<file path="config.mk">
export PLATFORM = sky130hd
export DESIGN_NAME = bcd_countdown
export DESIGN_NICKNAME = d
export VERILOG_FILES = /design/src/common/game_pkg.sv /design/src/score/bcd_countdown.sv
export SDC_FILE = /design/constraint.sdc
export NUM_CORES = 1
export LEC_CHECK = 0
export BUFFER_PORTS_ARGS = -buffer_cell sky130_fd_sc_hd__buf_2
export CAP_MARGIN = 0
export CORE_AREA = 4 4 41 43
export DETAILED_ROUTE_END_ITERATION = 12
export DIE_AREA = 0 0 45 47
export GPL_TIMING_DRIVEN = 1
export HOLD_SLACK_MARGIN = 0.15
export SLEW_MARGIN = 15
export SYNTH_ARGS = -nofsm -noshare
export SYNTH_HDL_FRONTEND = slang
export SYNTH_SLANG_ARGS = --single-unit
</file>
<file path="constraint.sdc">
create_clock -name clk -period 2.4 [get_ports clk]
set_input_delay 0.72 -clock clk [delete_from_list [all_inputs] [get_ports clk]]
set_output_delay 0.72 -clock clk [all_outputs]
set_load 0.03 [all_outputs]
</file>
<file path="src/common/game_pkg.sv">
package game_pkg;

  // --------------------------------------------------
  // course layout
  // --------------------------------------------------
  localparam int course_len = 33;   // boxes in one round
  localparam int window_len = 8;    // boxes visible on the leds at once

  // bit 0 is the box in front of the player, 1 = right, 0 = left
  localparam logic [course_len-1:0] course_map = 33'h0D15D9689;

  // --------------------------------------------------
  // scores and timer digits
  // --------------------------------------------------
  typedef logic [3:0] bcd_t;         // one decimal digit

  typedef struct packed {
    bcd_t tens;                      // upper digit, msb side so compares work
    bcd_t ones;
  } score_t;

  localparam score_t score_start = '{tens: 4'd3, ones: 4'd2};  // both sides start at 32

  // side lamps for the box the player has to hit next
  typedef struct packed {
    logic left;
    logic right;
  } cue_t;

  // --------------------------------------------------
  // cpu pace
  // --------------------------------------------------
  typedef enum logic [1:0] {
    speed_easy,                      // 1.5 steps per second
    speed_medium,                    // 2 steps per second
    speed_hard,                      // 3 steps per second
    speed_extreme                    // 5 steps per second
  } speed_t;

  localparam int tick_w = 28;        // wide enough for 50 MHz dividers

  // clocks between two cpu steps at the given board clock
  function automatic logic [tick_w-1:0] cpu_period(input int clk_hz, input speed_t speed);
    int clocks;
    case (speed)
      speed_easy:    clocks = clk_hz * 2 / 3;
      speed_medium:  clocks = clk_hz / 2;
      speed_hard:    clocks = clk_hz / 3;
      speed_extreme: clocks = clk_hz / 5;
      default:       clocks = clk_hz * 2 / 3;
    endcase
    return tick_w'(clocks);
  endfunction

endpackage

</file>
<file path="src/score/bcd_countdown.sv">
`timescale 1ns/1ns

module bcd_countdown (
  input  logic             clk,
  input  logic             reset,
  input  logic             new_game,   // back to 32 for a new round
  input  logic             dec,        // one step for this side
  input  logic             finished,   // either side is done, freeze
  output game_pkg::score_t score,      // boxes still to go
  output logic             done        // this side has crossed the line
);

  import game_pkg::*;

  // --------------------------------------------------
  // two digit bcd countdown
  // --------------------------------------------------
  always_ff @(posedge clk or posedge reset) begin
    if (reset) begin
      score <= score_start;
      done  <= 1'b0;
    end else if (new_game) begin
      score <= score_start;
      done  <= 1'b0;
    end else if (dec && !finished) begin
      if (score == '0) begin
        done <= 1'b1;                      // step taken at 00 ends the race
      end else if (score.ones == 4'd0) begin
        score.ones <= 4'd9;                // borrow from the tens
        score.tens <= score.tens - 1'b1;
      end else begin
        score.ones <= score.ones - 1'b1;
      end
    end
  end

  // score stays at 00 once done, finished blocks any further dec

endmodule

</file>
* Word level (Yosys, flattened, before mapping) *
Index checks and enable logic that the tools add are counted.
W data, S select, Z words.

storage, ports and cells
  register bits = 9
  logic and storage cells = 24
  input bits = 5
  output and inout port bits = 9

operators by class
  equal/unequal tests = 1
  reduce and logical (&&, ||, !) cells = 10
  add/subtract/negate cells = 2
  mux-type cells = 8

operators with widths
  kind                   number
  $mux W8                3
  $logic_not A8 Y1       1
  $mux W4                2
  $sub A4 B1 Y4 const B  2
  $reduce_bool A2 Y1     3
  $logic_not A4 Y1       1
  $reduce_and A2 Y1      2
  $mux W1                3
  $reduce_and A3 Y1      1
  $ne A2 B2 Y1 const B   1
  $logic_and A1 B1 Y1    1
  $logic_not A1 Y1       1

* Longest topological paths before layout *
  depth after elaboration = 5
  mapped depth = 5
  depth with buffers taken out = 5

* Least setup slack after synthesis *
No wires, ideal clock.

  kind = input -> register
  from = input port finished
  to = register score[7] (netlist bit)
  stages = 4
  data arrival time = 1.840 ns
  data required time = 2.275 ns
  path buffers = 1
  path slack = 0.436 ns
  library setup time = 0.125 ns
  cells stage by stage = or3b_1 buf_6 nor4_1 mux2_2

between the ends
  cells in the longest elaborated chain, start to end = 4

ends and longest elaborated chain
  element                              RTL line             RTL
  start, declared                      bcd_countdown.sv:8   input logic finished,
  $logic_not A1 Y1                     bcd_countdown.sv:25  end else if (dec && !finished) begin
  $logic_and A1 B1 Y1                  bcd_countdown.sv:25
  $reduce_bool A2 Y1 (no source line)  --
  $reduce_and A3 Y1 (no source line)   --
  end signal, assigned                 bcd_countdown.sv:20  score <= score_start;
  end signal, assigned                 bcd_countdown.sv:23  score <= score_start;
  end, declared                        bcd_countdown.sv:9   output game_pkg::score_t score,

No other way between the ends.
A chain may end at the register's enable or synchronous reset.

* Worst setup path after layout *
Same ends and word-level chain as after synthesis.

==> out/metrics.cfg <==
[clock_tree]
hold_buffers = 0
cts_buffers = 3
clock_latency_ps = 260
post_cts_resized = 0
clock_path_buffers = 2
cts_tree = built
clk_pin_slew_ps = 70
post_cts_buffers = 0
clock-root-buffer = clkbuf_4
cts_max_level = 1
cts_sinks = 9

[routing]
routedLengthMet1_um = 470
drc = 0
route.met3.wl_um = 61
wire_per_inst_um = 11.8
dr.pass1.iters = 4
ant_nets = 0
viasPerCell = 5.18
via_count = 425
top_layer = met3
wl_met2_um = 438
drt_iter0_drc = 9
totalWireLength_um = 969

[timing]
finalCritPeriodShare_pct = 80.8
setup_viol = 0
rsz0062_at_grt = no
hold_slack_ps = 406
worstMarginPinSlew_ps = 561
setup_tns_ps = 0
hold_viol_final = 0
relSlewSlack_pct = 62.5
skew_ps = 6.08
period_minus_slack_ps = 1940
slew_violations = 0
max_freq_ghz = 0.516

[synthesis]
synth-compound-area-share_pct = 14.0
synth_top_family_by_area = simple AND/OR/NAND/NOR gates
yosysUniqueCellTypes = 24
yosysWarnings = 0
muxShareOfSynthArea_pct = 6.27
syn_inst = 52
avgSynthCellArea_um2 = 9.60
syn_area_um2 = 499
ys_ff_latch = 9
synthXorXnorAreaFrac_pct = 0
syn-num-nets = 58
ys_seq_area_share_pct = 45.9
synthSimpleGateAreaFrac_pct = 24.6
synth_adder_area_share_pct = 2.51

[power]
powerDensity_nw_per_um2 = 534
p_leak_nw = 0.286
vdd_ir_drop_max_uv = 298
power_mw = 0.317

[grt]
grt_max_degree = 13
gr-total-overflow = 0
antenna_found_initial = 0
grt_pass1_vias = 370
grtUsageTotal_pct = 10.8
grt_first_pass_wirelength_um = 1610

[layout]
antenna_cells = 0
area_growth_pct = 19.0
multi_input_area_um2 = 236
seq_area_um2 = 229
drive_gt1_share_pct = 34.3
fin_nets = 74
fillers = 153

[setup_path]
crit_type = in2reg
critPathCaptureType = flop
crit_fanout = 10
arrival_ps = 2080
crit_required_ps = 2550
slowest_stage = or3b_1
worstSetupStartpointType = input pin
path_cells = buf_2 > or3b_1 > nor4_1 > mux2_2
critical_path.top_delay_family = simple AND/OR/NAND/NOR gates
critical_path.max_stage_delay_ps = 490
path_buf_inv = 1

[floorplan]
die_x_um = 45
initial_core_util_pct = 38.4
core.rowCount = 13
core_um2 = 1300
die_h_um = 47
boundaryPins = 14
dieArea_um2 = 2120

[placed_design]
place.detailed.hpwl_um = 700
gp_congestion = 0.674
portBuffers = 13

[job]
drv_cap = 0

[hold_path]
hp-class = in2async

[outcome]
outcome = complete, no violations

-- placed cells by master, fill, tap and decap left out, drive strengths merged --
cell type | synthesis | final
a21oi | 4 | 4
buf | 1 | 13
o31ai | 2 | 2
nor2 | 6 | 6
nor4 | 1 | 1
a211o | 1 | 1
a21o | 1 | 1
dfrtp | 6 | 6
or3 | 3 | 3
or4b | 1 | 1
mux2i | 2 | 2
dfstp | 3 | 3
or3b | 1 | 1
ha | 1 | 1
nor3 | 3 | 3
nor3b | 2 | 2
o21ai | 2 | 2
clkbuf | 1 | 4
a31oi | 1 | 1
nor2b | 3 | 3
nand4 | 1 | 1
inv | 5 | 5
mux2 | 1 | 1
-- cell usage after synthesis, drive strengths merged --
cell / instances / area, um^2
nor3: 3 / 15.0
o31ai: 2 / 15.0
nor2: 6 / 22.5
o21ai: 2 / 10.0
or3: 3 / 20.0
a31oi: 1 / 6.26
nand4: 1 / 6.26
nor4: 1 / 6.26
a21oi: 4 / 20.0
mux2i: 2 / 20.0
a21o: 1 / 8.76
or4b: 1 / 10.0
mux2: 1 / 11.3
ha: 1 / 12.5
buf: 1 / 11.3
dfrtp: 6 / 150
clkbuf: 1 / 3.75
dfstp: 3 / 78.8
or3b: 1 / 8.76
nor2b: 3 / 18.8
nor3b: 2 / 15.0
a211o: 1 / 10.0
inv: 5 / 18.8
-- through the flow --
stage | setup WS [ps] | util [%] | cells | instance area, um^2
finish | 461 | 45.7 | 82 | 594
global placement | 257 | 43.7 | 78 | 568
detailed placement | 243 | 43.7 | 78 | 568
global route | 445 | 45.7 | 82 | 594
floorplan | 436 | - | 52 | 499
CTS | 523 | 45.7 | 82 | 594
-- path summary, 6_finish.rpt --
kind                                      start              endpoint  slack (ps)  cells past startpoint
max                                    finished  score[7]$_DFFE_PP0P_         460                      4
min                                       reset  score[2]$_DFFE_PP0P_         410                      2
max reg2reg                score[4]$_DFFE_PP1P_  score[7]$_DFFE_PP0P_         550                      5
min reg2reg                    done$_DFFE_PP0P_      done$_DFFE_PP0P_         500                      2
max in group asynchronous                 reset  score[5]$_DFFE_PP1P_        1690                      2
min in group clk               done$_DFFE_PP0P_      done$_DFFE_PP0P_         500                      2
-- registers in the layout (all words and copies together) (netlist names) --
register / cells
done: 1
score: 8
-- cell families (layout without fill, tap and decap cells) --
| group | after synthesis | in the layout |
|---|---|---|
| mux | 3 | 3 |
| flops | 9 | 9 |
| compound gates | 11 | 11 |
| fa+ha+maj | 1 | 1 |
| simple gates | 21 | 21 |
| buf+inv | 7 | 22 |
-- power by group --
part / total (mW) / switching (mW) / internal [mW]
combinational: 0.0359 / 0.0238 / 0.0121
sequential: 0.161 / 0.00438 / 0.157
clock: 0.120 / 0.0559 / 0.0642
-- cell type report --
cell class                      count  area share (%)
Multi-Input combinational cell     36            39.8
Timing Repair Buffer               13            10.9
Inverter                            5            3.16
Tap cell                           15            3.16
Sequential cell                     9            38.5
Clock buffer                        4            4.42
-- metal layers --
metal | up-vias | track usage (%)
met5 | - | 0
met4 | 0 | 1.75
met3 | 0 | 5.75
met2 | 12 | 16.9
met1 | 200 | 13.3
li1 | 213 | -
Note: power is estimated with default switching activity, not from simulation.
