### config.mk
export PLATFORM = sky130hd
export DESIGN_NAME = race_clock
export DESIGN_NICKNAME = d
export VERILOG_FILES = /design/src/common/game_pkg.sv /design/src/logic/race_clock.sv
export SDC_FILE = /design/constraint.sdc
export NUM_CORES = 1
export LEC_CHECK = 0
export ABC_AREA = 1
export BUFFER_PORTS_ARGS = -buffer_cell sky130_fd_sc_hd__buf_2
export CAP_MARGIN = 40
export CORE_ASPECT_RATIO = 1.75
export CORE_MARGIN = 2
export CORE_UTILIZATION = 40
export CTS_CLUSTER_DIAMETER = 120
export DETAILED_ROUTE_END_ITERATION = 16
export GPL_TIMING_DRIVEN = 1
export PLACE_DENSITY = 0.68
export SETUP_SLACK_MARGIN = 0.2
export SKIP_CTS_REPAIR_TIMING = 1
export SKIP_LAST_GASP = 1
export SYNTH_ARGS = -nofsm -noshare
export SYNTH_HDL_FRONTEND = slang
export SYNTH_SLANG_ARGS = --single-unit
### constraint.sdc
create_clock -name clk -period 1.5 [get_ports clk]
set_input_delay 0 -clock clk [delete_from_list [all_inputs] [get_ports clk]]
set_output_delay 0 -clock clk [all_outputs]
set_load 0.01 [all_outputs]
### src/common/game_pkg.sv
package game_pkg;

  // --------------------------------------------------
  // course layout
  // --------------------------------------------------
  localparam int course_len = 33;   // boxes in one round
  localparam int window_len = 8;    // boxes visible on the leds at once

  // bit 0 is the box in front of the player, 1 = right, 0 = left
  localparam logic [course_len-1:0] course_map = 33'h0D15D9689;

  // --------------------------------------------------
  // scores and timer digits
  // --------------------------------------------------
  typedef logic [3:0] bcd_t;         // one decimal digit

  typedef struct packed {
    bcd_t tens;                      // upper digit, msb side so compares work
    bcd_t ones;
  } score_t;

  localparam score_t score_start = '{tens: 4'd3, ones: 4'd2};  // both sides start at 32

  // side lamps for the box the player has to hit next
  typedef struct packed {
    logic left;
    logic right;
  } cue_t;

  // --------------------------------------------------
  // cpu pace
  // --------------------------------------------------
  typedef enum logic [1:0] {
    speed_easy,                      // 1.5 steps per second
    speed_medium,                    // 2 steps per second
    speed_hard,                      // 3 steps per second
    speed_extreme                    // 5 steps per second
  } speed_t;

  localparam int tick_w = 28;        // wide enough for 50 MHz dividers

  // clocks between two cpu steps at the given board clock
  function automatic logic [tick_w-1:0] cpu_period(input int clk_hz, input speed_t speed);
    int clocks;
    case (speed)
      speed_easy:    clocks = clk_hz * 2 / 3;
      speed_medium:  clocks = clk_hz / 2;
      speed_hard:    clocks = clk_hz / 3;
      speed_extreme: clocks = clk_hz / 5;
      default:       clocks = clk_hz * 2 / 3;
    endcase
    return tick_w'(clocks);
  endfunction

endpackage

### src/logic/race_clock.sv
`timescale 1ns/1ns

module race_clock #(
  parameter int clk_hz = 50_000_000      // board clock in hz
) (
  input  logic             clk,
  input  logic             reset,
  input  logic             new_game,     // clears the round time
  input  logic             run,          // time only runs during play
  input  logic             finished,     // either side done, stop the clock
  input  logic             player_done,  // player crossed the line
  output game_pkg::score_t elapsed,      // seconds into the round
  output game_pkg::score_t best          // fastest player win so far
);

  import game_pkg::*;

  logic [tick_w-1:0] sec_count;          // clocks left in this second
  logic              sec_run;            // divider enabled
  logic              sec_tick;           // one clock per second
  logic              done_q;             // player_done one clock late
  logic              player_win;         // first clock of the player finish

  assign sec_run  = run & ~finished & ~new_game;
  assign sec_tick = sec_run & (sec_count == '0);

  // --------------------------------------------------
  // seconds divider
  // --------------------------------------------------
  always_ff @(posedge clk or posedge reset) begin
    if (reset) begin
      sec_count <= tick_w'(clk_hz - 1);
    end else if (new_game) begin
      sec_count <= tick_w'(clk_hz - 1);
    end else if (sec_run) begin
      if (sec_count == '0) begin
        sec_count <= tick_w'(clk_hz - 1);  // next second
      end else begin
        sec_count <= sec_count - 1'b1;
      end
    end
  end

  // --------------------------------------------------
  // bcd seconds, 00 to 99 then wraps
  // --------------------------------------------------
  always_ff @(posedge clk or posedge reset) begin
    if (reset) begin
      elapsed <= '0;
    end else if (new_game) begin
      elapsed <= '0;
    end else if (sec_tick) begin
      if (elapsed.ones == 4'd9) begin
        elapsed.ones <= 4'd0;            // carry into the tens
        elapsed.tens <= (elapsed.tens == 4'd9) ? 4'd0 : elapsed.tens + 1'b1;
      end else begin
        elapsed.ones <= elapsed.ones + 1'b1;
      end
    end
  end

  // --------------------------------------------------
  // best time, kept across rounds
  // --------------------------------------------------
  assign player_win = player_done & ~done_q;

  always_ff @(posedge clk or posedge reset) begin
    if (reset) begin
      done_q <= 1'b0;
      best   <= '0;                      // 00 means no win yet
    end else begin
      done_q <= player_done;
      // packed bcd with tens on top compares like a plain number
      if (player_win && (best == '0 || elapsed < best)) begin
        best <= elapsed;
      end
    end
  end

endmodule

Word level (Yosys, flattened, before mapping)
Index checks and enable logic that the tools add are counted.

operators by class
  $add $sub $neg = 3
  magnitude comparators = 1
  eq/ne operators = 2
  multiplexer cells = 8
  bitwise operators = 7
  reduce and logical (&&, ||, !) cells = 8

operators by type and width
  operator                                             number
  two-way mux 28 bit                                   3
  zero test 28 bit                                     1
  subtractor 28 x 1 -> 28 bit (second input constant)  1
  two-way mux 8 bit                                    2
  two-way mux 4 bit                                    3
  adder 4 x 1 -> 4 bit (second input constant)         2
  == test 4 bit (second input constant)                2
  zero test 8 bit                                      1
  less-than comparator 8 bit                           1
  nonzero test 2 bit                                   3
  bitwise AND 1 bit                                    4
  NOT 1 bit                                            3
  AND reduction 2 bit                                  1
  logical AND 1 bit                                    1
  logical OR 1 bit                                     1

storage, ports and cells
  flip-flop bits (word level) = 45
  bits of input ports = 6
  output and inout port bits = 16
  logic and storage cells = 35

Longest topological paths before layout
  depth after elaboration = 6
  mapped depth = 12

Worst setup path after synthesis
No wires, ideal clock.

  path kind = register to register
  start point = register elapsed[5] (netlist bit)
  end point = register best[0] (netlist bit)
  library setup time = 0.118 ns
  data arrival time = 1.590 ns
  data required time = 1.382 ns
  setup slack = -0.207 ns
  stages on the path, launching flop included = 10
  buffers on the path = 0
  clock period less this slack = 1.707 ns
  path through = dfrtp_1 -> ha_1 -> a21oi_1 -> nor2_1 -> nor3_1 -> nand2_1 -> nand2_1 -> nand2_1 -> nand2_1 -> nand2_1

on the way
  cells in the longest elaborated chain, start to end = 3

ends and longest elaborated chain
  what                        line              source
  start, declared             race_clock.sv:12  output game_pkg::score_t elapsed,
  less-than comparator 8 bit  race_clock.sv:74  if (player_win && (best == '0 || elapsed < best)) begin
  logical OR 1 bit            race_clock.sv:74
  logical AND 1 bit           race_clock.sv:74
  end signal, assigned        race_clock.sv:75  best <= elapsed;
  end, declared               race_clock.sv:13  output game_pkg::score_t best

No other way between the ends.
A chain may end at the register's enable or synchronous reset.

Worst setup path in the final report
  start point = register sec_count[0]
  end point = register sec_count[19]

on the way
  cells in the longest elaborated chain, start to end = 4
  elaborated cells between the ends (all ways) = 5
  those cells by class = add/sub (1); mux (3); reduce/logical (1)

ends and longest elaborated chain
  what                                                                    line                                source
  start, declared                                                         race_clock.sv:18                    logic [tick_w-1:0] sec_count;
  start signal, assigned                                                  race_clock.sv:32                    sec_count <= tick_w'(clk_hz - 1);
  start signal, assigned                                                  race_clock.sv:34                    sec_count <= tick_w'(clk_hz - 1);
  start signal, assigned                                                  race_clock.sv:37                    sec_count <= tick_w'(clk_hz - 1);
  subtractor 28 x 1 -> 28 bit / zero test 28 bit (equally long branches)  race_clock.sv:39, race_clock.sv:36
  two-way mux 28 bit (*)                                                  race_clock.sv:36                    if (sec_count == '0) begin
  two-way mux 28 bit (*)                                                  race_clock.sv:35                    end else if (sec_run) begin
  two-way mux 28 bit (*)                                                  race_clock.sv:33                    end else if (new_game) begin

Every way passes the cells marked *; elsewhere a longest branch is shown, timed or not. The select of a mux whose other input is x is not followed.

==> flow_summary.ini <==
[routing]
drc = 0
drtAntennaViolNets = 0
first_pass_iters = 4
dr.first_iter.drc_count = 199
vias = 3001
route.detailed.wl_per_inst_um = 15.01
route.final.wire_length_mm = 8.663
post_drt_via_cell_ratio = 5.201

[place]
dp.final_hpwl_mm = 6.146
placed_area_sq_um = 3672
port_buffers = 21
globalplace.congestion = 0.9324

[sta]
setup_viol = 42
final.setup.worst_slack_ns = -0.1238
finClkSkew_ns = 0.005072
rsz0062_at_grt = yes
hold_ws_ns = -0.03077
max_slew.worst_pin.slew_ns = 0.5173
timing.final.crit_share = 1.083
max_slew_margin = 0.6546
hold_violations = 1
slew_violations = 0
timing.final.crit_period_ns = 1.624
max_fclk_mhz = 615.8

[synth]
ys_types = 30
synth-seq-area-share = 0.4071
yosys.area_share.xor_xnor = 0.02794
synth-warning-count = 0
post_synth_mux_area_share = 0
synth_top_family_by_area = simple AND/OR/NAND/NOR gates
synth-seq-cells = 45
synthesis.instances = 382
mappedNetlistNets = 401
synthAdderAreaFrac = 0.05765
yosys.area_share.simple = 0.3973
synthesis.area_per_instance_sq_um = 7.386
syn_area_sq_um = 2821
fraction_of_the_mapped_netlist_area_in_compound_gates = 0.03060

[final_layout]
num_antenna_cells = 0
layout.nets = 511
drive_above_1_share = 0.5132
layout.filler_cells = 554
final_area_sq_um = 4519
area_delta_synth_final_pct = 60.18

[global_route]
globalRoute.totalOverflow = 0
grt_start_max_net_pins = 24
first_global_vias = 2885
grt_antenna_before_repair = 0
grt_first_pass_wirelength_mm = 12.85
globalRouteTotalUtil = 0.2204

[clock_network]
cts-buffers-inserted = 5
clkLatencyLatePin_ns = 0.29
htreeDepth = 2
tritoncts_clock_tree = done
clk_pin_slew_ns = 0.06
cts-root-buf = sky130_fd_sc_hd__clkbuf_16
cts.sinks = 45
ctsLongestPathBuffers = 2

[floorplan]
core_sq_um = 6857
die_area_sq_um = 7768
initial_utilization = 0.4115
floorplan.die.width_um = 67.49
die_h_um = 115.1
pin_count = 22
placement_rows = 40

[pwr]
totalPowerFinal_w = 0.004170
leakagePower_nw = 2.114
ir_drop_uv = 616.6
power_density_cells_nw_per_um2 = 922.8

[setup_path]
critPathArrivalTime_ns = 1.84
worstRegToRegCells = 10
timing.rr.start = sec_count[0]
cp-end-kind = flip-flop
slack_of_the_worst_reg_to_reg_path_ns = -0.12
worstSetupEndpoint = sec_count[19]
endpoint_of_the_worst_register_to_register_path = sec_count[19]
setup.worst_path.start = sec_count[0]
cp-start-kind = flip-flop
worstSetupPathType = reg -> reg
critical_path_required_ns = 1.71
critical_path_peak_fanout = 4

[run_status]
failed_checks = negative hold slack, negative setup slack
run_status = complete, but fails checks

[worst_hold_path]
timing.hold.worst.class = in -> reg

[job]
max-cap-violations = 0
[kinds of logic after synthesis]
logic type,Yosys count
buffers and inverters,56
flip-flops,45
XOR/XNOR,9
AO/OA/AOI/OAI,16
AND/OR/NAND/NOR,243
adder cells (fa/ha/maj),13
[worst min path at each step]
stage | end | startpoint | cells after the start
global placement | done_q | reset | 2
finish | sec_count[0] | finished | 4
detailed placement | done_q | reset | 2
global route | sec_count[0] | finished | 4
CTS | done_q | reset | 2
floorplan | done_q | player_done | 0
[cell usage after synthesis]
| library cell | number | area share |
|---|---|---|
| sky130_fd_sc_hd__buf_2 | 2 | 0.0035 |
| sky130_fd_sc_hd__or2_2 | 2 | 0.0044 |
| sky130_fd_sc_hd__nor3_1 | 8 | 0.014 |
| sky130_fd_sc_hd__o211ai_1 | 2 | 0.0053 |
| sky130_fd_sc_hd__buf_6 | 1 | 0.0040 |
| sky130_fd_sc_hd__ha_1 | 13 | 0.058 |
| sky130_fd_sc_hd__o21ai_0 | 8 | 0.014 |
| sky130_fd_sc_hd__buf_4 | 1 | 0.0027 |
| sky130_fd_sc_hd__o21ai_1 | 1 | 0.0018 |
| sky130_fd_sc_hd__nor3b_1 | 1 | 0.0027 |
| sky130_fd_sc_hd__and3b_1 | 1 | 0.0031 |
| sky130_fd_sc_hd__nand3_1 | 45 | 0.080 |
| sky130_fd_sc_hd__xor2_1 | 8 | 0.025 |
| sky130_fd_sc_hd__inv_1 | 49 | 0.065 |
| sky130_fd_sc_hd__nand4_1 | 10 | 0.022 |
| sky130_fd_sc_hd__nand2_4 | 1 | 0.0040 |
| sky130_fd_sc_hd__dfrtp_1 | 27 | 0.24 |
| sky130_fd_sc_hd__nor2_2 | 5 | 0.011 |
| sky130_fd_sc_hd__nor2_1 | 52 | 0.069 |
| sky130_fd_sc_hd__o22ai_1 | 1 | 0.0022 |
| sky130_fd_sc_hd__nand2_1 | 99 | 0.13 |
| sky130_fd_sc_hd__dfstp_2 | 18 | 0.17 |
| sky130_fd_sc_hd__nor4_1 | 4 | 0.0089 |
| sky130_fd_sc_hd__nand3_2 | 2 | 0.0071 |
| sky130_fd_sc_hd__xnor2_1 | 1 | 0.0031 |
| sky130_fd_sc_hd__a21oi_1 | 4 | 0.0071 |
| sky130_fd_sc_hd__nor2_4 | 5 | 0.020 |
| sky130_fd_sc_hd__nand3b_1 | 3 | 0.0080 |
| sky130_fd_sc_hd__inv_2 | 3 | 0.0040 |
| sky130_fd_sc_hd__nand2_2 | 5 | 0.011 |
[placed cells by master (no fill, tap or decap), types with 8 or more instances in the layout]
cell type                 netlist  routed
sky130_fd_sc_hd__nand2_1       99      77
sky130_fd_sc_hd__buf_4          1      66
sky130_fd_sc_hd__inv_1         49      43
sky130_fd_sc_hd__nor2_1        52      28
sky130_fd_sc_hd__nand3_1       45      26
sky130_fd_sc_hd__nor2_4         5      22
sky130_fd_sc_hd__buf_2          2      21
sky130_fd_sc_hd__dfrtp_1       27      19
sky130_fd_sc_hd__nand2_2        5      18
sky130_fd_sc_hd__dfstp_2       18      18
sky130_fd_sc_hd__nand3_2        2      17
sky130_fd_sc_hd__nor2_2         5      12
sky130_fd_sc_hd__nand4_1       10      10
sky130_fd_sc_hd__nand2_4        1       9
sky130_fd_sc_hd__buf_6          1       9
sky130_fd_sc_hd__dfrtp_2        0       8
[worst max-delay path, cell delays in order, from the launching register on]
cell and delay (ns):
sky130_fd_sc_hd__dfstp_2 0.56, sky130_fd_sc_hd__clkinv_4 0.09, sky130_fd_sc_hd__ha_4 0.18, sky130_fd_sc_hd__nand2_2 0.06, sky130_fd_sc_hd__nor2_1 0.04, sky130_fd_sc_hd__nand3_1 0.08, sky130_fd_sc_hd__o21ai_2 0.09, sky130_fd_sc_hd__nand2_4 0.13
sky130_fd_sc_hd__buf_6 0.12, sky130_fd_sc_hd__clkbuf_16 0.13, sky130_fd_sc_hd__nand3_2 0.06
[final cells by class]
cell class | count | area (sq um) | share of cell area
tap | 84 | 105.1 | 0.02326
inverter | 52 | 205.2 | 0.04540
multi-input combinational | 282 | 2032 | 0.4496
sequential | 45 | 1159 | 0.2564
timing repair buffer | 106 | 872.1 | 0.1930
clock buffer | 8 | 146.4 | 0.03239
[through the flow]
stage | setup TNS, ns | util | cells | setup WS (ns)
after floorplan | -0.06330 | - | 382 | -0.008353
after global placement | -0.3696 | 0.5356 | 545 | -0.05625
after detailed placement | -1.368 | 0.5356 | 545 | -0.1162
after CTS | -1.879 | 0.5569 | 553 | -0.1276
after global routing | -5.758 | 0.6591 | 577 | -0.1948
final | -2.212 | 0.6591 | 577 | -0.1238
[state kept, by name, summed over array words and instances (netlist names)]
register / count
elapsed: 8
best: 8
sec_count: 28
done_q: 1
[where the power goes]
part | internal [W] | leakage, nW | switching [W]
clock network | 0.000665 | 0.0712 | 0.000467
logic | 0.000730 | 1.50 | 0.000868
registers | 0.00135 | 0.542 | 0.0000915
total | 0.00274 | 2.11 | 0.00143
[routing by layer]
metal	wire length, um	vias to the layer above	track usage	share of wire
met5	0	-	0	0
met4	486	0	0.1156	0.056
met1	2933	1436	0.2119	0.34
met3	307	35	0.04207	0.035
li1	-	1441	-	-
met2	4935	89	0.4196	0.57
Note: power is estimated with default switching activity, not from simulation.
