## src/common/game_pkg.sv

```systemverilog
package game_pkg;

  // --------------------------------------------------
  // course layout
  // --------------------------------------------------
  localparam int course_len = 33;   // boxes in one round
  localparam int window_len = 8;    // boxes visible on the leds at once

  // bit 0 is the box in front of the player, 1 = right, 0 = left
  localparam logic [course_len-1:0] course_map = 33'h0D15D9689;

  // --------------------------------------------------
  // scores and timer digits
  // --------------------------------------------------
  typedef logic [3:0] bcd_t;         // one decimal digit

  typedef struct packed {
    bcd_t tens;                      // upper digit, msb side so compares work
    bcd_t ones;
  } score_t;

  localparam score_t score_start = '{tens: 4'd3, ones: 4'd2};  // both sides start at 32

  // side lamps for the box the player has to hit next
  typedef struct packed {
    logic left;
    logic right;
  } cue_t;

  // --------------------------------------------------
  // cpu pace
  // --------------------------------------------------
  typedef enum logic [1:0] {
    speed_easy,                      // 1.5 steps per second
    speed_medium,                    // 2 steps per second
    speed_hard,                      // 3 steps per second
    speed_extreme                    // 5 steps per second
  } speed_t;

  localparam int tick_w = 28;        // wide enough for 50 MHz dividers

  // clocks between two cpu steps at the given board clock
  function automatic logic [tick_w-1:0] cpu_period(input int clk_hz, input speed_t speed);
    int clocks;
    case (speed)
      speed_easy:    clocks = clk_hz * 2 / 3;
      speed_medium:  clocks = clk_hz / 2;
      speed_hard:    clocks = clk_hz / 3;
      speed_extreme: clocks = clk_hz / 5;
      default:       clocks = clk_hz * 2 / 3;
    endcase
    return tick_w'(clocks);
  endfunction

endpackage

```

## src/course/box_course.sv

```systemverilog
`timescale 1ns/1ns

module box_course (
  input  logic           clk,
  input  logic           reset,
  input  logic           new_game,     // reload the course for a fresh round
  input  logic           step,         // one pulse per correct switch
  output logic           next_box,     // side of the box in front of the player
  output logic [7:0]     course_leds,  // upcoming boxes, led 0 is next
  output game_pkg::cue_t cue           // lamp for the side to flip
);

  import game_pkg::*;

  logic [course_len-1:0] boxes;        // remaining course, bit 0 first

  // --------------------------------------------------
  // course shift register
  // --------------------------------------------------
  always_ff @(posedge clk or posedge reset) begin
    if (reset) begin
      boxes <= course_map;             // full course after power up
    end else if (new_game) begin
      boxes <= course_map;             // restart from the first box
    end else if (step) begin
      boxes <= {1'b0, boxes[course_len-1:1]};  // drop the box just taken, pad with left
    end
  end

  // --------------------------------------------------
  // outputs
  // --------------------------------------------------
  assign next_box    = boxes[0];                 // box to be judged
  assign course_leds = boxes[window_len-1:0];    // window onto the next boxes

  // exactly one lamp lit at any time
  assign cue.right = boxes[0];
  assign cue.left  = ~boxes[0];

endmodule

```

## config.mk

```make
export PLATFORM = sky130hd
export DESIGN_NAME = box_course
export DESIGN_NICKNAME = d
export VERILOG_FILES = /design/src/common/game_pkg.sv /design/src/course/box_course.sv
export SDC_FILE = /design/constraint.sdc
export NUM_CORES = 1
export LEC_CHECK = 0
export BUFFER_PORTS_ARGS = -buffer_cell sky130_fd_sc_hd__buf_2
export CORE_MARGIN = 2
export CORE_UTILIZATION = 60
export CTS_CLUSTER_SIZE = 40
export DETAILED_ROUTE_END_ITERATION = 7
export GPL_TIMING_DRIVEN = 1
export HOLD_SLACK_MARGIN = 0.12
export PLACE_DENSITY = 0.82
export SLEW_MARGIN = 20
export SYNTH_ARGS = -nofsm -noshare
export SYNTH_HDL_FRONTEND = slang
export SYNTH_SLANG_ARGS = --single-unit
```

## constraint.sdc

```tcl
create_clock -name clk -period 1.4 [get_ports clk]
set_clock_uncertainty 0.05 [all_clocks]
set_input_delay 0.07 -clock clk [delete_from_list [all_inputs] [get_ports clk]]
set_output_delay 0.07 -clock clk [all_outputs]
set_load 0.01 [all_outputs]
```

Word level (Yosys, flattened, before mapping). Cells that the tools add are included. W data, S select, Z words.

Flip-flop bits (word level): 33.

Mux-type cells: 2. Bitwise gates (word level): 1. Reduce and logical (&&, ||, !) cells: 1.

Operators by type and width (count): $mux W33 (2); $reduce_bool A2 Y1 (1); $not A1 Y1 (1).

Longest topological paths before layout. Gate-level depths: netlist of run 1.

Depth in word-level cells: 2. Mapped depth: 4. Mapped depth without buffers: 2.

Worst setup path after synthesis of run 1. No wires, ideal clock.

Kind: register to register. From: reg, netlist name boxes[0]. To: reg boxes[0]. Arrival time: 788 ps. Setup slack: 480 ps. Stages on the path, launching flop included: 3. Buffers on the path: 0. Clock period less this slack: 920 ps. Cells stage by stage: dfstp_2 > inv_1 > o211ai_1.

RTL lines: end signal: assignment (RTL line box_course.sv:22) `boxes <= course_map;`; end signal: assignment (RTL line box_course.sv:24) `boxes <= course_map;`; end signal: assignment (RTL line box_course.sv:26) `boxes <= {1'b0, boxes[course_len-1:1]};`; end: declaration (RTL line box_course.sv:15) `logic [course_len-1:0] boxes;`.

==> impl_metrics.ini, run 1 <==
[outcome]
status = finished, final reports clean

[pwr]
sw_frac_of_total_pct = 24.5
power.density_nw_per_um2 = 1200
pwr-share-comb_pct = 11.2
leakagePower_nw = 0.763
p_seq_share_pct = 58.5
p_int_mw = 1.35
p_switching_uw = 437
ir_drop_uv = 929
clkPwrFrac_pct = 30.2

[worst_hold_path]
hp-start = step
hold-path-endpoint = boxes[31]
hp-class = in -> reg
whs_path_depth = 3

[grt]
grt_pass1_wl_mm = 3.61
antenna_found_initial = 0
grt_max_degree = 34
grt_pass1_vias = 799
overflow = 0
gr-usage-all-layers_pct = 19.6

[layout]
areaGrowthSynthToFinish_pct = 5.49
fill_cells = 187
final_nets = 130
reg_top3 = boxes x32
diodes = 0
drive_gt1_share_pct = 31.5
largest_reg_flops = 32
top_register = boxes

[critical_path]
cp_max_fo = 4
worst-r2r-setup-slack_ns = 0.52
crit_chain = inv_1, buf_2
path_buf_inv = 2
cp-start-kind = register
timing.rr.end = boxes[0]
crit-reg2reg-launch = boxes[0]
crit_family = flip-flops
cp_data_arrival_time_ns = 1.05
critPathCaptureType = output pin
critPathSlowestCell = dfstp_2
crit_type = reg -> out
critical_path.max_stage_delay_ns = 0.55
reg2reg_depth = 2
required_ns = 1.28

[die]
initial_core_util_pct = 63.9
io_pins = 15
fp.dieArea_sq_um = 2760
fp.dieH_um = 52.5
die_width_um = 52.5
core.rowCount = 17
core_area_sq_um = 2210

[synth]
syn_area_sq_um = 1410
synth_top_area_share_pct = 29.7
syn_nets = 119
yosys-top-cells-count = mux2i_1 (30), dfrtp_1 (16), dfstp_2 (16), nor2_1 (16), nand2_1 (15)
syn_inst = 115
synth_top_area_cell = dfstp_2
yosysMostFrequentCell = mux2i_1
ys_seq_area_share_pct = 58.1
ys_ff_latch = 32
synth_edf_count = 0
ys_types = 12
synth.avg_cell_area_sq_um = 12.3
ys.flop_type = dfstp_2
async_reset_ff_share_pct = 100
synth.area.top_cells = dfstp_2 (30%), dfrtp_1 (28%), mux2i_1 (21%), buf_4 (5.8%), nor2_1 (4.2%)
ys_warn_count = 0

[sta]
slew_headroom_pct = 74.9
timing.fmax_mhz = 854
period_share_pct = 83.6
min_period_ns = 1.17
worst_pin_slew_ns = 0.376
setup_viol = 0
tns_ns = 0
hold_viol = 0
whs_ns = 0.163
slew_violations = 0
grt_setup_unrepaired = false
fin_ws_ns = 0.229

[route]
avgRoutedWirePerCell_um = 13.4
viasPerCell = 5.12
drc = 0
drtAntennaViolNets = 0
vias = 793
drt_wl_total_mm = 2.07
firstDrtPassIters = 4
drtIter0Drc = 4

[placement]
place.gp.congestion = 0.703
io_buffers = 14
dp_slack_ns = 0.527
dp_hpwl_mm = 1.31

[clock_network]
clock-root-buffer = clkbuf_4
cts_tree = done
clk_path_buf_depth = 2
post_cts_buffers = 0
h-tree-depth = 2
worst_setup_hold_path_clk_slew_ns = 0.09
clock_latency_ns = 0.32
clock_sinks = 32
cts_buffers = 5

[flow_run]
cap_violations = 0
[tightest hold or removal path, cell delays in order]
cell and delay, ns:
buf_2 0.10, buf_12 0.23, o21ai_0 0.13
[metrics by stage]
stage               utilization, %  instances  power (mW)  instance area (sq um)
finish                        67.4        155        1.78                   1490
global route                  67.4        155        1.89                   1490
CTS                           67.4        155        1.81                   1490
detailed placement            63.9        145        1.26                   1410
global placement              63.9        145        1.25                   1410
floorplan                        -        115        1.23                   1410
[layout by cell type, fill, tap and decap left out]
| cell type | instances |
|---|---|
| mux2i_1 | 30 |
| nor2_1 | 16 |
| dfstp_2 | 16 |
| dfrtp_1 | 16 |
| nand2_1 | 15 |
| buf_2 | 14 |
| clkbuf_4 | 5 |
| inv_1 | 4 |
| buf_4 | 3 |
| clkbuf_1 | 2 |
| dlygate4sd3_1 | 2 |
| o21ai_0 | 1 |
| o211ai_1 | 1 |
| clkbuf_8 | 1 |
| buf_12 | 1 |
[cell type report]
class	instances	area (sq um)	share of cell area (%)
Tap cell	28	35.0	2.35
Clock buffer	8	58.8	3.94
Multi-Input combinational cell	63	429	28.8
Inverter	4	15.0	1.01
Sequential cell	32	821	55.0
Timing Repair Buffer	20	133	8.89
[metal layers]
metal	GRT usage, %	vias up	routed length (um)
li1	-	384	-
met4	10.3	0	46
met5	0	-	0
met2	29.8	17	989
met3	9.43	5	98
met1	22.8	387	938
[logic make-up (layout without fill, tap and decap cells)]
family,count (synthesis),count (layout),synth area share [%]
AOI/OAI and AO/OA,2,2,0.885
buffers and inverters,20,32,11.6
and+or+nand+nor,31,31,8.23
muxes,30,30,21.2
DFF,32,32,58.1
[power by group through the flow]
stage / combinational, mW / sequential (mW) / clock (mW)
3_5_place_dp: 0.200 / 1.06 / 0
2_1_floorplan: 0.183 / 1.05 / 0
5_1_grt: 0.228 / 1.05 / 0.610
3_3_place_gp: 0.192 / 1.06 / 0
4_1_cts: 0.205 / 1.04 / 0.558
6_report: 0.200 / 1.04 / 0.539
[how the worst max path moves through the flow]
stage                   from   endpoint  slack (ns)  cells after the start
global placement        step   boxes[1]        0.55                      4
CTS                 boxes[0]     cue[1]        0.21                      2
finish              boxes[0]     cue[1]        0.23                      2
global route        boxes[0]     cue[1]        0.16                      2
floorplan           boxes[0]   boxes[0]        0.48                      2
detailed placement      step  boxes[11]        0.53                      4
[timing repair]
item | 4_1_cts | 5_1_grt
endpoints found under the hold margin | 53 | 0
endpoints found under the setup margin | 0 | 0
hold buffers | 2 | 0
resized for setup | 0 | 0
Note: power is estimated with default switching activity, not from simulation.
==> run 2: changes to the inputs <==
--- a/config.mk
+++ b/config.mk
@@ -5,14 +5,15 @@
 export SDC_FILE = /design/constraint.sdc
 export NUM_CORES = 1
 export LEC_CHECK = 0
+export ABC_AREA = 1
 export BUFFER_PORTS_ARGS = -buffer_cell sky130_fd_sc_hd__buf_2
 export CORE_MARGIN = 2
-export CORE_UTILIZATION = 60
+export CORE_UTILIZATION = 56
 export CTS_CLUSTER_SIZE = 40
 export DETAILED_ROUTE_END_ITERATION = 7
 export GPL_TIMING_DRIVEN = 1
 export HOLD_SLACK_MARGIN = 0.12
-export PLACE_DENSITY = 0.82
+export PLACE_DENSITY = 0.78
 export SLEW_MARGIN = 20
 export SYNTH_ARGS = -nofsm -noshare
 export SYNTH_HDL_FRONTEND = slang
==> constraint.sdc (replaced) <==
create_clock -name clk -period 1.1 [get_ports clk]
set_clock_uncertainty 0.05 [all_clocks]
set_input_delay 0.055 -clock clk [delete_from_list [all_inputs] [get_ports clk]]
set_output_delay 0.055 -clock clk [all_outputs]
set_load 0.01 [all_outputs]
==> run 2 against run 1 <==
Effect of this change:
- the run now ends with setup timing left
- non-clock buffer count increased by 7
- hold slack improved by 0.12 ns
- register-to-register slack got worse by 0.33 ns
==> impl_metrics.ini, run 2 <==
[clock_network]
cts_buffers = 5
clk_path_buf_depth = 2
cts_tree = done
clock_latency_ns = 0.33
worst_setup_hold_path_clk_slew_ns = 0.09
clock_sinks = 32
h-tree-depth = 2
clock-root-buffer = clkbuf_4

[synth]
ys_warn_count = 0
async_reset_ff_share_pct = 100
ys.flop_type = dfstp_2
synth_edf_count = 0
synth_top_area_share_pct = 30.3
synth.avg_cell_area_sq_um = 9.32
ys_ff_latch = 32
syn_nets = 153
synth_top_area_cell = dfstp_2
yosys-top-cells-count = nand2_1 (60), dfrtp_1 (16), dfstp_2 (16), nand3_1 (16), a21oi_1 (15)
yosysMostFrequentCell = nand2_1
synth.area.top_cells = dfstp_2 (30%), dfrtp_1 (29%), nand2_1 (16%), nand3_1 (5.8%), a21oi_1 (5.4%)
ys_types = 12
syn_inst = 149
syn_area_sq_um = 1390
ys_seq_area_share_pct = 59.1

[die]
core.rowCount = 18
initial_core_util_pct = 57.6
core_area_sq_um = 2410
io_pins = 15
fp.dieArea_sq_um = 2890
die_width_um = 53.8
fp.dieH_um = 53.8

[route]
firstDrtPassIters = 4
avgRoutedWirePerCell_um = 12.2
drtAntennaViolNets = 0
vias = 993
drc = 0
viasPerCell = 5.09
drtIter0Drc = 21
drt_wl_total_mm = 2.38

[critical_path]
reg2reg_depth = 3
cp_max_fo = 5
critPathSlowestCell = dfstp_2
path_buf_inv = 2
timing.rr.end = boxes[2]
crit_family = flip-flops
critical_path.max_stage_delay_ns = 0.57
crit_type = reg -> out
worst-r2r-setup-slack_ns = 0.19
required_ns = 1.00
critPathCaptureType = output pin
cp_data_arrival_time_ns = 1.04
crit-reg2reg-launch = boxes[3]
cp-start-kind = register
crit_chain = inv_2, buf_6

[layout]
largest_reg_flops = 32
layout_common_cells = nand2_1 (60), nand3_1 (16), dfstp_2 (16), dfrtp_1 (16), a21oi_1 (15)
layout_commonest_cell = nand2_1
diodes = 0
reg_top3 = boxes x32
top_register = boxes
areaGrowthSynthToFinish_pct = 11.2
final_nets = 169
drive_gt1_share_pct = 30.9

[sta]
slew_violations = 0
min_period_ns = 1.15
whs_ns = 0.287
fin_ws_ns = -0.0477
worst_pin_slew_ns = 0.545
setup_viol = 4
timing.fmax_mhz = 871
grt_setup_unrepaired = true
hold_viol = 0
period_share_pct = 104
slew_headroom_pct = 63.6

[placement]
io_buffers = 14
place.gp.congestion = 0.709
dp_hpwl_mm = 1.46

[grt]
antenna_found_initial = 0
grt_max_degree = 33
grt_pass1_vias = 901
grt_pass1_wl_mm = 3.86
gr-usage-all-layers_pct = 19.6
overflow = 0

[pwr]
power.density_nw_per_um2 = 1440
leakagePower_nw = 0.787
ir_drop_uv = 963
totalPowerFinal_mw = 2.22

[flow_run]
cap_violations = 0

[worst_hold_path]
hp-class = in -> async

[outcome]
status = finished, violations left
violations = setup timing
## run 2: changes by cell type after synthesis, sizes merged, moves of 3 or more
cell   change
a21oi     +15
buf        +3
mux2i     -30
nand2     +49
nand3     +16
nor2      -15
## run 2: worst register-to-register path: cells and delay by family, from the launching register on
kind                   cells  cell delay, ns
DFF                        1            0.55
and+or+nand+nor            2            0.16
buffers and inverters      1            0.11
## run 2: metal layers
| metal | vias up | global-route usage (%) | wire, um |
|---|---|---|---|
| met5 | - | 0 | 0 |
| met4 | 0 | 7.69 | 27 |
| met3 | 2 | 8.33 | 104 |
| met2 | 23 | 30.7 | 1160 |
| met1 | 474 | 23.7 | 1080 |
| li1 | 494 | - | - |
## run 2: report_power, final
group          internal, mW  total, mW  leakage, nW  switching, mW
Clock                 0.241      0.613       0.0254          0.372
Sequential             1.29       1.34        0.382         0.0486
Combinational         0.114      0.271        0.379          0.156
## run 2: cell type report
class,count,area (sq um)
Tap cell,30,37.5
Inverter,3,11.3
Fill cell,195,866
Timing Repair Buffer,27,213
Clock buffer,7,45.0
Sequential cell,32,821
Multi-Input combinational cell,96,417
## run 2: what timing repair did
action | CTS | global route
endpoints found under the setup margin | 6 | 7
hold buffers | 4 | 0
hold endpoints to repair | 52 | 0
resized for setup | 1 | 4
setup buffers | 3 | 0
cloned | 0 | 0
pin swaps | 0 | 0
## run 2: cells by family (layout without fill, tap and decap cells)
| group | count (synthesis) | after routing | share of synthesized area, % |
|---|---|---|---|
| simple gates | 81 | 81 | 24.6 |
| flops | 32 | 32 | 59.1 |
| buf+inv | 21 | 37 | 10.9 |
| compound gates | 15 | 15 | 5.41 |
## run 2: worst max-delay path by stage
stage | startpoint | cells past startpoint | endpoint | slack [ns]
floorplan | boxes[0] | 1 | course_leds[0] | 0.30
global placement | new_game | 5 | boxes[13] | 0.21
detailed placement | new_game | 4 | boxes[17] | 0.18
CTS | boxes[0] | 2 | cue[1] | -0.07
global route | boxes[0] | 2 | cue[1] | -0.10
finish | boxes[0] | 2 | cue[1] | -0.05
## run 2: stage by stage
stage | cells | setup TNS, ns | utilization [%] | setup WS, ns | area, sq um
after detailed placement | 181 | 0 | 58.7 | 0.183 | 1410
after CTS | 195 | -0.167 | 63.4 | -0.0684 | 1530
after global routing | 195 | -0.393 | 64.1 | -0.103 | 1540
after global placement | 181 | 0 | 58.7 | 0.212 | 1410
final | 195 | -0.149 | 64.1 | -0.0477 | 1540
after floorplan | 149 | 0 | - | 0.298 | 1390
